**src/hw/fsab_pkg.sv**
```systemverilog
package fsab_pkg;

	// --------------------------------------------------
	// request header fields
	// --------------------------------------------------
	localparam int FSAB_REQ_W = 1; // mode field.
	localparam logic [FSAB_REQ_W-1:0] FSAB_READ = 1'b0; // single-beat read.
	localparam logic [FSAB_REQ_W-1:0] FSAB_WRITE = 1'b1; // burst write.

	localparam int FSAB_DID_W = 4; // device id and sub-device id.
	localparam int FSAB_ADDR_W = 31; // word address.
	localparam int FSAB_LEN_W = 4; // burst length.
	localparam int FSAB_LEN_MAX = 8; // longest write burst in words.

	// --------------------------------------------------
	// data beat fields
	// --------------------------------------------------
	localparam int FSAB_DATA_W = 64; // one data word.
	localparam int FSAB_MASK_W = 8; // one bit per byte lane.

	// --------------------------------------------------
	// credits and buffering
	// --------------------------------------------------
	localparam int FSAB_CREDITS = 4; // initial credits, also request fifo depth.
	localparam int FSAB_CREDIT_W = 3; // request fifo pointer with wrap bit.

	// worst case every outstanding request is a full-length write.
	localparam int FSAB_DFIF_DEPTH = FSAB_CREDITS * FSAB_LEN_MAX;
	localparam int FSAB_DFIF_W = 6; // data fifo pointer with wrap bit.

	// packed entry widths of the two fifos.
	localparam int FSAB_RFIF_ENTRY_W = FSAB_REQ_W + 2 * FSAB_DID_W + FSAB_ADDR_W + FSAB_LEN_W;
	localparam int FSAB_DFIF_ENTRY_W = FSAB_DATA_W + FSAB_MASK_W;

	// --------------------------------------------------
	// fabric ports
	// --------------------------------------------------
	localparam int FSAB_PORTS = 3; // masters on the arbiter.
	localparam int FSAB_PORT_W = 2; // port index.

endpackage
```
**src/hw/fsab_grant_mux.sv**
```systemverilog
`timescale 1ns/1ps

module fsab_grant_mux import fsab_pkg::*; (
	input  logic                   clk,
	input  logic                   Nrst,

	input  logic [FSAB_PORTS-1:0]  empty_b,
	input  logic [FSAB_PORTS-1:0]  active,
	output logic [FSAB_PORTS-1:0]  start,

	input  logic [FSAB_PORTS-1:0]  port_valid,
	input  logic [FSAB_REQ_W-1:0]  port_mode [FSAB_PORTS],
	input  logic [FSAB_DID_W-1:0]  port_did [FSAB_PORTS],
	input  logic [FSAB_DID_W-1:0]  port_subdid [FSAB_PORTS],
	input  logic [FSAB_ADDR_W-1:0] port_addr [FSAB_PORTS],
	input  logic [FSAB_LEN_W-1:0]  port_len [FSAB_PORTS],
	input  logic [FSAB_DATA_W-1:0] port_data [FSAB_PORTS],
	input  logic [FSAB_MASK_W-1:0] port_mask [FSAB_PORTS],

	output logic                   out_valid,
	output logic [FSAB_REQ_W-1:0]  out_mode,
	output logic [FSAB_DID_W-1:0]  out_did,
	output logic [FSAB_DID_W-1:0]  out_subdid,
	output logic [FSAB_ADDR_W-1:0] out_addr,
	output logic [FSAB_LEN_W-1:0]  out_len,
	output logic [FSAB_DATA_W-1:0] out_data,
	output logic [FSAB_MASK_W-1:0] out_mask
);

	// --------------------------------------------------
	// round-robin selection
	// --------------------------------------------------
	logic [FSAB_PORT_W-1:0] ptr_q; // first port to look at.
	logic [FSAB_PORT_W-1:0] gnt_q; // port whose outputs reach the fabric.
	logic start_pend_q; // start went out last cycle, active not yet seen.
	logic [FSAB_PORT_W-1:0] pick;
	logic found;
	logic bus_free;
	logic grant;

	// scan from the far end so the lowest offset from ptr_q wins.
	always_comb begin
		int unsigned idx;
		pick = ptr_q;
		found = 1'b0;
		for (int i = FSAB_PORTS - 1; i >= 0; i--) begin
			idx = ptr_q + i;
			if (idx >= FSAB_PORTS)
				idx = idx - FSAB_PORTS; // wrap around the port ring.
			if (empty_b[idx]) begin
				pick = FSAB_PORT_W'(idx);
				found = 1'b1;
			end
		end
	end

	assign bus_free = !(|active) && !start_pend_q;
	assign grant = bus_free && found;
	assign start = grant ? (FSAB_PORTS'(1) << pick) : '0; // one-hot pulse.

	always_ff @(posedge clk or negedge Nrst) begin
		if (!Nrst) begin
			ptr_q <= '0;
			gnt_q <= '0;
			start_pend_q <= 1'b0;
		end else begin
			start_pend_q <= grant;
			if (grant) begin
				gnt_q <= pick; // held until the next grant.
				ptr_q <= (pick == FSAB_PORT_W'(FSAB_PORTS - 1)) ? '0 : pick + 1'b1;
			end
		end
	end

	// --------------------------------------------------
	// output steering
	// --------------------------------------------------
	assign out_valid = port_valid[gnt_q];
	assign out_mode = port_mode[gnt_q];
	assign out_did = port_did[gnt_q];
	assign out_subdid = port_subdid[gnt_q];
	assign out_addr = port_addr[gnt_q];
	assign out_len = port_len[gnt_q];
	assign out_data = port_data[gnt_q];
	assign out_mask = port_mask[gnt_q];

endmodule

```
**config.mk**
```make
export PLATFORM = sky130hd
export DESIGN_NAME = fsab_grant_mux
export DESIGN_NICKNAME = d
export VERILOG_FILES = /design/src/hw/fsab_pkg.sv /design/src/hw/fsab_grant_mux.sv
export SDC_FILE = /design/constraint.sdc
export NUM_CORES = 1
export LEC_CHECK = 0
export BUFFER_PORTS_ARGS = -buffer_cell sky130_fd_sc_hd__buf_2
export CAP_MARGIN = 10
export CORE_AREA = 8 8 179 181
export CTS_BUF_LIST = sky130_fd_sc_hd__clkbuf_4 sky130_fd_sc_hd__clkbuf_8
export DETAILED_ROUTE_END_ITERATION = 10
export DIE_AREA = 0 0 187 189
export GPL_TIMING_DRIVEN = 0
export PLACE_DENSITY = 0.43
export SLEW_MARGIN = 10
export SYNTH_ARGS = -nofsm -noshare
export SYNTH_HDL_FRONTEND = slang
export SYNTH_SLANG_ARGS = --single-unit
export TNS_END_PERCENT = 30
```
**constraint.sdc**
```tcl
create_clock -name clk -period 1.9 [get_ports clk]
set_clock_uncertainty 0.1 [all_clocks]
set_input_delay 0.095 -clock clk [delete_from_list [all_inputs] [get_ports clk]]
set_output_delay 0.095 -clock clk [all_outputs]
set_load 0.02 [all_outputs]
```
==> results.yml <==
synthesis:
  synth_area_per_cell_um2: 6.54
  ys_top_cells_by_area: "mux2i_1, o21ai_0, nand2_1"
  yosysSeqAreaShare_pct: 4.29
  synthFlopType: "dfrtp_1"
  syn_area_um2: 2920
  synth-seq-cells: 5
  ys_async_sr_fraction_pct: 100
  synth.net_count: 808
  synthCells: 446
  synth.distinct_cells: 35
  netlist.area_leader.share_pct: 40.5
  synth_edf_count: 0
  synth_top_area_cell: "mux2i_1"
  synth_warnings: 0
power_and_ir_drop:
  peakVddDrop_mv: 0.727
  powerDensity_nw_per_um2: 1650
  total_power_mw: 11.6
  leakage_nw: 3.65
cts:
  clk_path_buf_depth: 2
  cts_tree: "done"
  path_clk_slew_ps: 30
  cts.sinks: 5
  numCtsBuffers: 3
  clkLatencyLatePin_ps: 220
  cts_root_buf: "clkbuf_8"
  h-tree-depth: 1
final_layout:
  fin_nets: 1318
  final_cell_mix: "buf_2, mux2i_1, nand2_1"
  syn_to_final_growth_pct: 140
  layout-drive-gt1-share_pct: 65.1
  nFillCells: 3252
  mostFrequentLayoutCell: "buf_2"
  finish.utilization_pct: 24.0
  diodes: 0
floorplan:
  die_h_um: 189
  start_util_pct: 9.98
  std_cell_rows: 63
  io_pins: 479
  die_x_um: 187
  fp.coreArea_um2: 29200
  die-area_um2: 35300
grt:
  grt_max_degree: 11
  grt_pass1_wl_um: 33700
  grt.overflow.total: 0
  grt_pass1_vias: 5657
  antenna_found_initial: 2
  grtUsageTotal_pct: 12.1
hold_path:
  hp-class: "input port to asynchronous set/reset pin"
detailed_routing:
  drt-pass1-iter-count: 5
  wl_per_cell_um: 17.6
  wirelength_um: 23700
  num_vias: 5243
  ant_nets: 0
  drtIter0Drc: 131
  route.detailed.drc: 0
  via_per_inst: 3.90
worst_setup_path:
  crit_path_max_fanout: 8
  critical_path.startpoint_type: "register"
  worstReg2RegStart: "ptr_q[0]"
  startpoint: "ptr_q[1]"
  worstPathArrival_ps: 2000
  cp-end-kind: "output port"
  path_class: "register to output port"
  cp.required_ps: 1700
timing:
  hold_violations: 0
  finalWorstSetupSlack_ps: -300
  whs_ps: 129
  slew_viol_final: 0
  fmax_mhz: 455
  finalSetupViolations: 7
  finalCritPeriodShare_pct: 116
  slew_headroom_pct: 45.4
  min_period_ps: 2200
  rsz0062_at_grt: "true"
  worst_slew_pin_slew_ps: 811
flow_run:
  cap_violations: 0
status:
  violations: "negative setup slack"
  status: "finished, violations left"
placement:
  io_buffer_count: 478
  hpwl_um: 19900
  pre_cts_ws_ps: -954
  gp_congestion: 0.791
==> stage by stage <==
stage | instance area, um2 | cells | setup TNS [ps]
final | 7020 | 1345 | -1260
after global routing | 7020 | 1345 | -1970
after CTS | 6670 | 1337 | -1470
after detailed placement | 5830 | 1314 | -55330
after global placement | 5830 | 1314 | -54220
after floorplan | 2950 | 446 | -169
==> per-layer routing <==
metal | GRT usage, % | share of wire [%] | up-vias
met2 | 24.1 | 53 | 301
li1 | - | - | 2597
met3 | 3.64 | 8.0 | 14
met4 | 1.13 | 0.71 | 4
met1 | 12.8 | 38 | 2327
met5 | 0 | 0.11 | -
==> worst paths after layout <==
| path | endpoint | slack, ps | cells after the start |
|---|---|---|---|
| max | start[1] | -300 | 7 |
| max reg2reg | gnt_q[1] | -210 | 8 |
| min reg2reg | ptr_q[0] | 530 | 3 |
| max in group asynchronous | gnt_q[1] | 1410 | 2 |
| min in group clk | ptr_q[1] | 180 | 4 |
| min | start_pend_q | 130 | 2 |
==> layout make-up <==
type	instances	area, um2	area share, %
multi-input combinational	394	2910	41.5
sequential	5	128	1.82
buffer	39	453	6.46
clock buffer	4	48.8	0.696
tap	390	488	6.96
timing repair buffer	507	2960	42.1
inverter	6	31.3	0.446
==> flip-flops by register name, summed over array words and instances, names as in the netlist <==
name,flops
start_pend_q,1
ptr_q,2
gnt_q,2
==> critical path: stages (launching register included) <==
cell and delay (ps):
dfrtp_2 440, ha_4 300, or2b_1 270, a21oi_4 210, nor2_1 60, a21bo_1 180, nor3b_2 150, buf_4 170
==> synth_stat cells (2+ instances only) <==
cell      count
nand2_1     120
o21ai_0     119
mux2i_1     118
clkbuf_1     20
buf_2        18
a21oi_1       6
dfrtp_1       5
inv_1         5
ha_1          3
nor2_1        3
nor2b_1       3
buf_6         2
nand2b_1      2
==> power by group <==
part / internal, mW / leakage (nW) / switching (mW)
sequential: 0.156 / 0.0596 / 0.0634
clock: 0.158 / 0.0262 / 0.0470
combinational: 4.96 / 3.56 / 6.20
total: 5.27 / 3.65 / 6.31
==> timing repair <==
item                       in CTS  in global routing
setup endpoints to repair     124                109
setup buffers                  14                  9
pin swaps                      12                  7
hold endpoints to repair        5                  0
hold buffers                    1                  0
resized for setup             167                126
gates cloned                    6                  1
==> logic make-up after synthesis <==
logic type,after synthesis,share of synthesized area (%)
flops,5,4.29
mux,121,42.2
buf+inv,47,7.55
compound gates,137,26.5
fa+ha+maj,3,1.29
simple gates,133,18.2
No activity file was read; power rests on OpenSTA's default activity.
