===== src/hw/fsab_pkg.sv =====
package fsab_pkg;

	// --------------------------------------------------
	// request header fields
	// --------------------------------------------------
	localparam int FSAB_REQ_W = 1; // mode field.
	localparam logic [FSAB_REQ_W-1:0] FSAB_READ = 1'b0; // single-beat read.
	localparam logic [FSAB_REQ_W-1:0] FSAB_WRITE = 1'b1; // burst write.

	localparam int FSAB_DID_W = 4; // device id and sub-device id.
	localparam int FSAB_ADDR_W = 31; // word address.
	localparam int FSAB_LEN_W = 4; // burst length.
	localparam int FSAB_LEN_MAX = 8; // longest write burst in words.

	// --------------------------------------------------
	// data beat fields
	// --------------------------------------------------
	localparam int FSAB_DATA_W = 64; // one data word.
	localparam int FSAB_MASK_W = 8; // one bit per byte lane.

	// --------------------------------------------------
	// credits and buffering
	// --------------------------------------------------
	localparam int FSAB_CREDITS = 4; // initial credits, also request fifo depth.
	localparam int FSAB_CREDIT_W = 3; // request fifo pointer with wrap bit.

	// worst case every outstanding request is a full-length write.
	localparam int FSAB_DFIF_DEPTH = FSAB_CREDITS * FSAB_LEN_MAX;
	localparam int FSAB_DFIF_W = 6; // data fifo pointer with wrap bit.

	// packed entry widths of the two fifos.
	localparam int FSAB_RFIF_ENTRY_W = FSAB_REQ_W + 2 * FSAB_DID_W + FSAB_ADDR_W + FSAB_LEN_W;
	localparam int FSAB_DFIF_ENTRY_W = FSAB_DATA_W + FSAB_MASK_W;

	// --------------------------------------------------
	// fabric ports
	// --------------------------------------------------
	localparam int FSAB_PORTS = 3; // masters on the arbiter.
	localparam int FSAB_PORT_W = 2; // port index.

endpackage

===== src/hw/fsab_port_fifo.sv =====
`timescale 1ns/1ps

module fsab_port_fifo import fsab_pkg::*; (
	input  logic                   clk,
	input  logic                   Nrst,

	input  logic                   inp_valid,
	input  logic [FSAB_REQ_W-1:0]  inp_mode,
	input  logic [FSAB_DID_W-1:0]  inp_did,
	input  logic [FSAB_DID_W-1:0]  inp_subdid,
	input  logic [FSAB_ADDR_W-1:0] inp_addr,
	input  logic [FSAB_LEN_W-1:0]  inp_len,
	input  logic [FSAB_DATA_W-1:0] inp_data,
	input  logic [FSAB_MASK_W-1:0] inp_mask,
	output logic                   inp_credit,

	output logic                   out_valid,
	output logic [FSAB_REQ_W-1:0]  out_mode,
	output logic [FSAB_DID_W-1:0]  out_did,
	output logic [FSAB_DID_W-1:0]  out_subdid,
	output logic [FSAB_ADDR_W-1:0] out_addr,
	output logic [FSAB_LEN_W-1:0]  out_len,
	output logic [FSAB_DATA_W-1:0] out_data,
	output logic [FSAB_MASK_W-1:0] out_mask,

	output logic                   empty_b,
	input  logic                   start,
	output logic                   active
);

	// --------------------------------------------------
	// request fifo, one header per request
	// --------------------------------------------------
	logic [FSAB_RFIF_ENTRY_W-1:0] rfif_mem [FSAB_CREDITS];
	logic [FSAB_CREDIT_W-1:0] rfif_wpos; // write pointer with wrap bit.
	logic [FSAB_CREDIT_W-1:0] rfif_rpos; // read pointer with wrap bit.
	logic [FSAB_RFIF_ENTRY_W-1:0] rfif_q; // header of the request being served.
	logic rfif_wr;
	logic rfif_rd;
	logic rfif_empty;
	logic [FSAB_LEN_W-1:0] in_rem; // trailing write beats still to come in.
	logic in_idle;

	assign rfif_empty = (rfif_rpos == rfif_wpos); // pointers equal incl. wrap bit.
	assign in_idle = (in_rem == '0); // next valid beat opens a request.
	assign rfif_wr = inp_valid && in_idle; // only the first beat carries a header.

	always_ff @(posedge clk or negedge Nrst) begin
		if (!Nrst) begin
			rfif_wpos <= '0;
			rfif_rpos <= '0;
			in_rem <= '0;
		end else begin
			if (rfif_wr)
				rfif_wpos <= rfif_wpos + 1'b1;
			if (rfif_rd)
				rfif_rpos <= rfif_rpos + 1'b1;
			if (inp_valid) begin
				if (in_idle) begin
					if (inp_mode == FSAB_WRITE && inp_len > 1)
						in_rem <= inp_len - 1'b1; // first beat already taken.
				end else begin
					in_rem <= in_rem - 1'b1;
				end
			end
		end
	end

	always_ff @(posedge clk) begin
		if (rfif_wr)
			rfif_mem[rfif_wpos[FSAB_CREDIT_W-2:0]] <= {inp_mode, inp_did, inp_subdid,
				inp_addr, inp_len};
		if (rfif_rd)
			rfif_q <= rfif_mem[rfif_rpos[FSAB_CREDIT_W-2:0]]; // held for the whole burst.
	end

	assign {out_mode, out_did, out_subdid, out_addr, out_len} = rfif_q;

	// --------------------------------------------------
	// data fifo, one entry per valid beat
	// --------------------------------------------------
	logic [FSAB_DFIF_ENTRY_W-1:0] dfif_mem [FSAB_DFIF_DEPTH];
	logic [FSAB_DFIF_W-1:0] dfif_wpos;
	logic [FSAB_DFIF_W-1:0] dfif_rpos;
	logic [FSAB_DFIF_ENTRY_W-1:0] dfif_q; // beat on the output.
	logic dfif_rd;
	logic dfif_more; // read for a trailing write beat.
	logic dfif_empty;

	assign dfif_empty = (dfif_rpos == dfif_wpos);

	always_ff @(posedge clk or negedge Nrst) begin
		if (!Nrst) begin
			dfif_wpos <= '0;
			dfif_rpos <= '0;
		end else begin
			if (inp_valid)
				dfif_wpos <= dfif_wpos + 1'b1; // reads store a dummy word too.
			if (dfif_rd)
				dfif_rpos <= dfif_rpos + 1'b1;
		end
	end

	always_ff @(posedge clk) begin
		if (inp_valid)
			dfif_mem[dfif_wpos[FSAB_DFIF_W-2:0]] <= {inp_data, inp_mask};
		if (dfif_rd)
			dfif_q <= dfif_mem[dfif_rpos[FSAB_DFIF_W-2:0]];
	end

	assign {out_data, out_mask} = dfif_q;

	// --------------------------------------------------
	// readout sequencing and credit return
	// --------------------------------------------------
	logic rfif_rd_1a; // header on the output this cycle.
	logic rfif_rd_2a; // one cycle after the header beat.
	logic dfif_rd_1a; // data beat on the output this cycle.
	logic busy; // trailing write beats being drained.
	logic busy_1a;
	logic [FSAB_LEN_W-1:0] out_rem; // beats of the burst not yet read.

	assign empty_b = !rfif_empty; // a header waits, data may still be arriving.

	// start is only taken while idle; the header and first beat leave together.
	assign rfif_rd = start && !rfif_empty && !busy && !rfif_rd_1a;
	assign dfif_more = busy && (out_mode == FSAB_WRITE) && (out_rem > 1) && !dfif_empty;
	assign dfif_rd = rfif_rd || dfif_more;

	always_ff @(posedge clk or negedge Nrst) begin
		if (!Nrst) begin
			rfif_rd_1a <= 1'b0;
			rfif_rd_2a <= 1'b0;
			dfif_rd_1a <= 1'b0;
			busy <= 1'b0;
			busy_1a <= 1'b0;
			out_rem <= '0;
		end else begin
			rfif_rd_1a <= rfif_rd;
			rfif_rd_2a <= rfif_rd_1a;
			dfif_rd_1a <= dfif_rd;
			busy_1a <= busy;
			if (rfif_rd_1a && out_mode == FSAB_WRITE) begin
				busy <= 1'b1; // header out, one pause cycle follows.
				out_rem <= out_len;
			end else if (dfif_more) begin
				out_rem <= out_rem - 1'b1;
			end else if (out_rem <= 1) begin
				busy <= 1'b0; // last data read issued.
			end
		end
	end

	// write credit follows the fall of busy, read credit follows its only beat.
	assign inp_credit = (busy_1a && !busy) || (rfif_rd_2a && out_mode == FSAB_READ);
	assign active = rfif_rd_1a || rfif_rd_2a || busy || busy_1a; // up to the credit cycle.
	assign out_valid = dfif_rd_1a;

endmodule


===== config.mk =====
export PLATFORM = sky130hd
export DESIGN_NAME = fsab_port_fifo
export DESIGN_NICKNAME = d
export VERILOG_FILES = /design/src/hw/fsab_pkg.sv /design/src/hw/fsab_port_fifo.sv
export SDC_FILE = /design/constraint.sdc
export NUM_CORES = 2
export LEC_CHECK = 0
export ABC_CLOCK_PERIOD_IN_PS = 6600
export BUFFER_PORTS_ARGS = -buffer_cell sky130_fd_sc_hd__buf_2
export CORE_ASPECT_RATIO = 1.25
export CORE_MARGIN = 1.5
export CORE_UTILIZATION = 56
export DETAILED_ROUTE_END_ITERATION = 16
export GPL_TIMING_DRIVEN = 0
export PLACE_DENSITY = 0.76
export SYNTH_ARGS = -nofsm -noshare
export SYNTH_HDL_FRONTEND = slang
export SYNTH_SLANG_ARGS = --single-unit
export TNS_END_PERCENT = 100

===== constraint.sdc =====
create_clock -name clk -period 6.6 [get_ports clk]
set_input_delay 0.66 -clock clk [delete_from_list [all_inputs] [get_ports clk]]
set_output_delay 0.66 -clock clk [all_outputs]
set_load 0.01 [all_outputs]

==> impl_metrics.ini <==
[synthesis]
yosysUniqueCellTypes = 41
synth_most_common_cell = edfxtp_1
synthesis.area_mm2 = 0.0983
synthArstFlopShare_pct = 1.18
synth_top_area_share_pct = 79.3
ys_ff_latch = 2627
yosys.area.top_type = edfxtp_1
syn_inst = 4211
avgSynthCellArea_um2 = 23.3
synth_common_cells = edfxtp_1 (2596), mux4_2 (590), nand2_1 (143)
yosysSeqAreaShare_pct = 80.1
synth-warning-count = 0
synth.area.top_cells = edfxtp_1 (79%), mux4_2 (14%), mux2i_1 (0.97%), a221oi_1 (0.83%), dfrtp_1 (0.79%)
ys.flop_type = edfxtp_1
synth_edf_count = 2596
syn-num-nets = 4346

[critical_path]
reg2reg_depth = 8
cp_slowest_cell = a211oi_1
cp-start-kind = register
cp_max_fo = 10
critPathMostFrequentCell = buf_2
r2r_start = dfif_rpos[4]
max_stage_delay_ns = 0.90
end_kind = register
worstPathRequired_ns = 7.13
crit_chain = buf_2 -> buf_2 -> buf_2 -> nor2_1 -> nand2_1 -> clkbuf_1 -> o22ai_1 -> a211oi_1
worstPathArrival_ns = 4.94
cp-startpoint = dfif_rpos[4]
crit_type = register to register

[clock_network]
cts_root_buffer = clkbuf_16
htree_levels = 4
cts_setup_buffers = 0
clkSinkCount = 2627
cts_max_path_buffers = 3
cts_tree = yes
clock_latency_ns = 0.89
clk_pin_slew_worst_paths_ns = 0.07
numCtsBuffers = 230
hold_buffers = 42
cts_resized = 0

[floorplan]
fp-row-count = 171
fp.dieH_um = 471
io_pins = 240
die-area_mm2 = 0.178
core_mm2 = 0.174
fp.dieW_um = 378
initial_core_util_pct = 56.5

[sta]
worstMarginPinSlew_ns = 1.40
timing.fmax_mhz = 227
relSlewSlack_pct = 6.60
finalCritPeriodShare_pct = 66.7
rsz0062_at_grt = no
slew_violations = 0
fin_worst_hold_slack_ns = 0.0633
period_needed_ns = 4.40
skew_ns = 0.0261
setup_viol = 0
final_hold_viol_count = 0

[placed_design]
hpwlAfterDp_um = 156000
routabilityCongestion = 0.778
io_buffers = 239
dp_cells = 6934

[route]
wl_per_cell_um = 33.3
vias_per_cell = 6.58
ant_nets = 0
drc = 0
first_pass_iters = 5
drt_iter0_markers = 6725
dr_total_vias = 48700
totalWireLength_um = 247000

[run]
drv_cap = 0

[layout]
final_cells = 7412
finalNetCount = 5008
syn2layout_area_growth_pct = 15.4
fin_util_pct = 65.2
fillers = 10600
drive_above_1_share_pct = 29.3

[global_route]
overflow = 0
met3_usage_pct = 5.77
first_global_vias = 50700
grt_busiest_layer = met2
antenna_found_initial = 21
grt_max_degree = 54
grt_pass1_wl_um = 352000
gr-usage-all-layers_pct = 27.9
grt_use_met1_pct = 35.0
grt_use_met2_pct = 47.7

[power_and_ir_drop]
p_leak_nw = 36.3
ir_worst_vdd_v = 0.000299
powerDensity_mw_per_mm2 = 422

[hold_path]
hold_path_class = input pin to register
worstHoldStart = inp_len[3]
worstHoldPathCells = 1

[outcome]
status = complete, no violations
where the power goes:
part / switching (mW) / internal (mW) / total (mW)
logic: 8.32 / 5.49 / 13.8
registers: 0.453 / 20.0 / 20.4
clock network: 6.08 / 7.57 / 13.6
area by class of cell:
class | instances | area, µm² | area share (%)
sequential | 2627 | 78700 | 69.4
inverter | 19 | 73.8 | 0.0651
buffer | 229 | 1210 | 1.07
timing repair buffer | 430 | 4320 | 3.81
multi-input combinational | 1336 | 18600 | 16.4
clock buffer | 286 | 6030 | 5.31
antenna | 7 | 17.5 | 0.0154
tap | 2335 | 2920 | 2.58
clock inverter | 143 | 1570 | 1.38
cells by family (layout without fill, tap and decap cells):
group,Yosys count,after routing,share of synthesized area [%]
DFF,2627,2627,80.1
muxes,688,688,14.5
AOI/OAI and AO/OA,382,382,2.74
buffers and inverters,248,1107,1.30
and+or+nand+nor,226,226,0.952
xor gates and xnor gates,25,25,0.223
adders and majority gates,15,15,0.191
other,0,7,0
final timing paths:
kind	end	slack, ns
max	dfif_q[59]	2.20
min	rfif_mem[2][3]	0.06
max reg2reg	dfif_q[59]	2.20
min reg2reg	busy_1a	0.47
max in group asynchronous	dfif_wpos[2]	5.62
min in group asynchronous	busy_1a	0.43
registers in the layout, indices dropped and copies added (netlist names):
name	flops
dfif_mem	2304
rfif_mem	176
dfif_q	72
rfif_q	44
dfif_rpos	6
dfif_wpos	6
in_rem	4
out_rem	4
rfif_rpos	3
rfif_wpos	3
busy	1
busy_1a	1
out_valid	1
rfif_rd_1a	1
rfif_rd_2a	1
layout by cell type, fill, tap and decap left out, types with 27 or more instances in the layout:
master,synthesis,routed
buf_12,0,63
clkinv_1,0,47
clkbuf_16,0,232
clkinv_2,0,34
o22ai_1,114,114
edfxtp_1,2596,2596
buf_4,35,45
nand2_1,143,143
clkbuf_1,86,138
buf_6,14,50
mux2i_1,95,95
a22o_1,40,40
dlygate4sd3_1,0,42
mux4_2,590,590
bufinv_16,0,27
buf_16,0,28
a211oi_1,40,40
dfrtp_1,31,31
buf_2,89,327
a221oi_1,93,93
a21oi_1,43,43
worst max-delay path, delay by kind of cell (launching register included):
family | cells | cell delay (ns)
buffers and inverters | 4 | 1.84
DFF | 1 | 0.44
AOI/OAI and AO/OA | 2 | 1.26
and+or+nand+nor | 2 | 0.47
routing by layer:
layer  vias up  wire, µm
li1      19400         -
met1     25600     85200
met2      3146    127000
met3       639     23600
met4        22     10600
met5         -       148
per-stage QoR:
step	setup TNS, ns	power [mW]	area, µm²	setup WS, ns
floorplan	-19.19	29.2	98300	-0.0889
detailed placement	0	34.3	105000	2.55
global placement	-6030.09	33.9	102000	-6.75
finish	0	47.9	113000	2.20
CTS	0	48.0	113000	2.39
global route	0	49.3	113000	2.32
No activity file was read; power rests on OpenSTA's default activity.
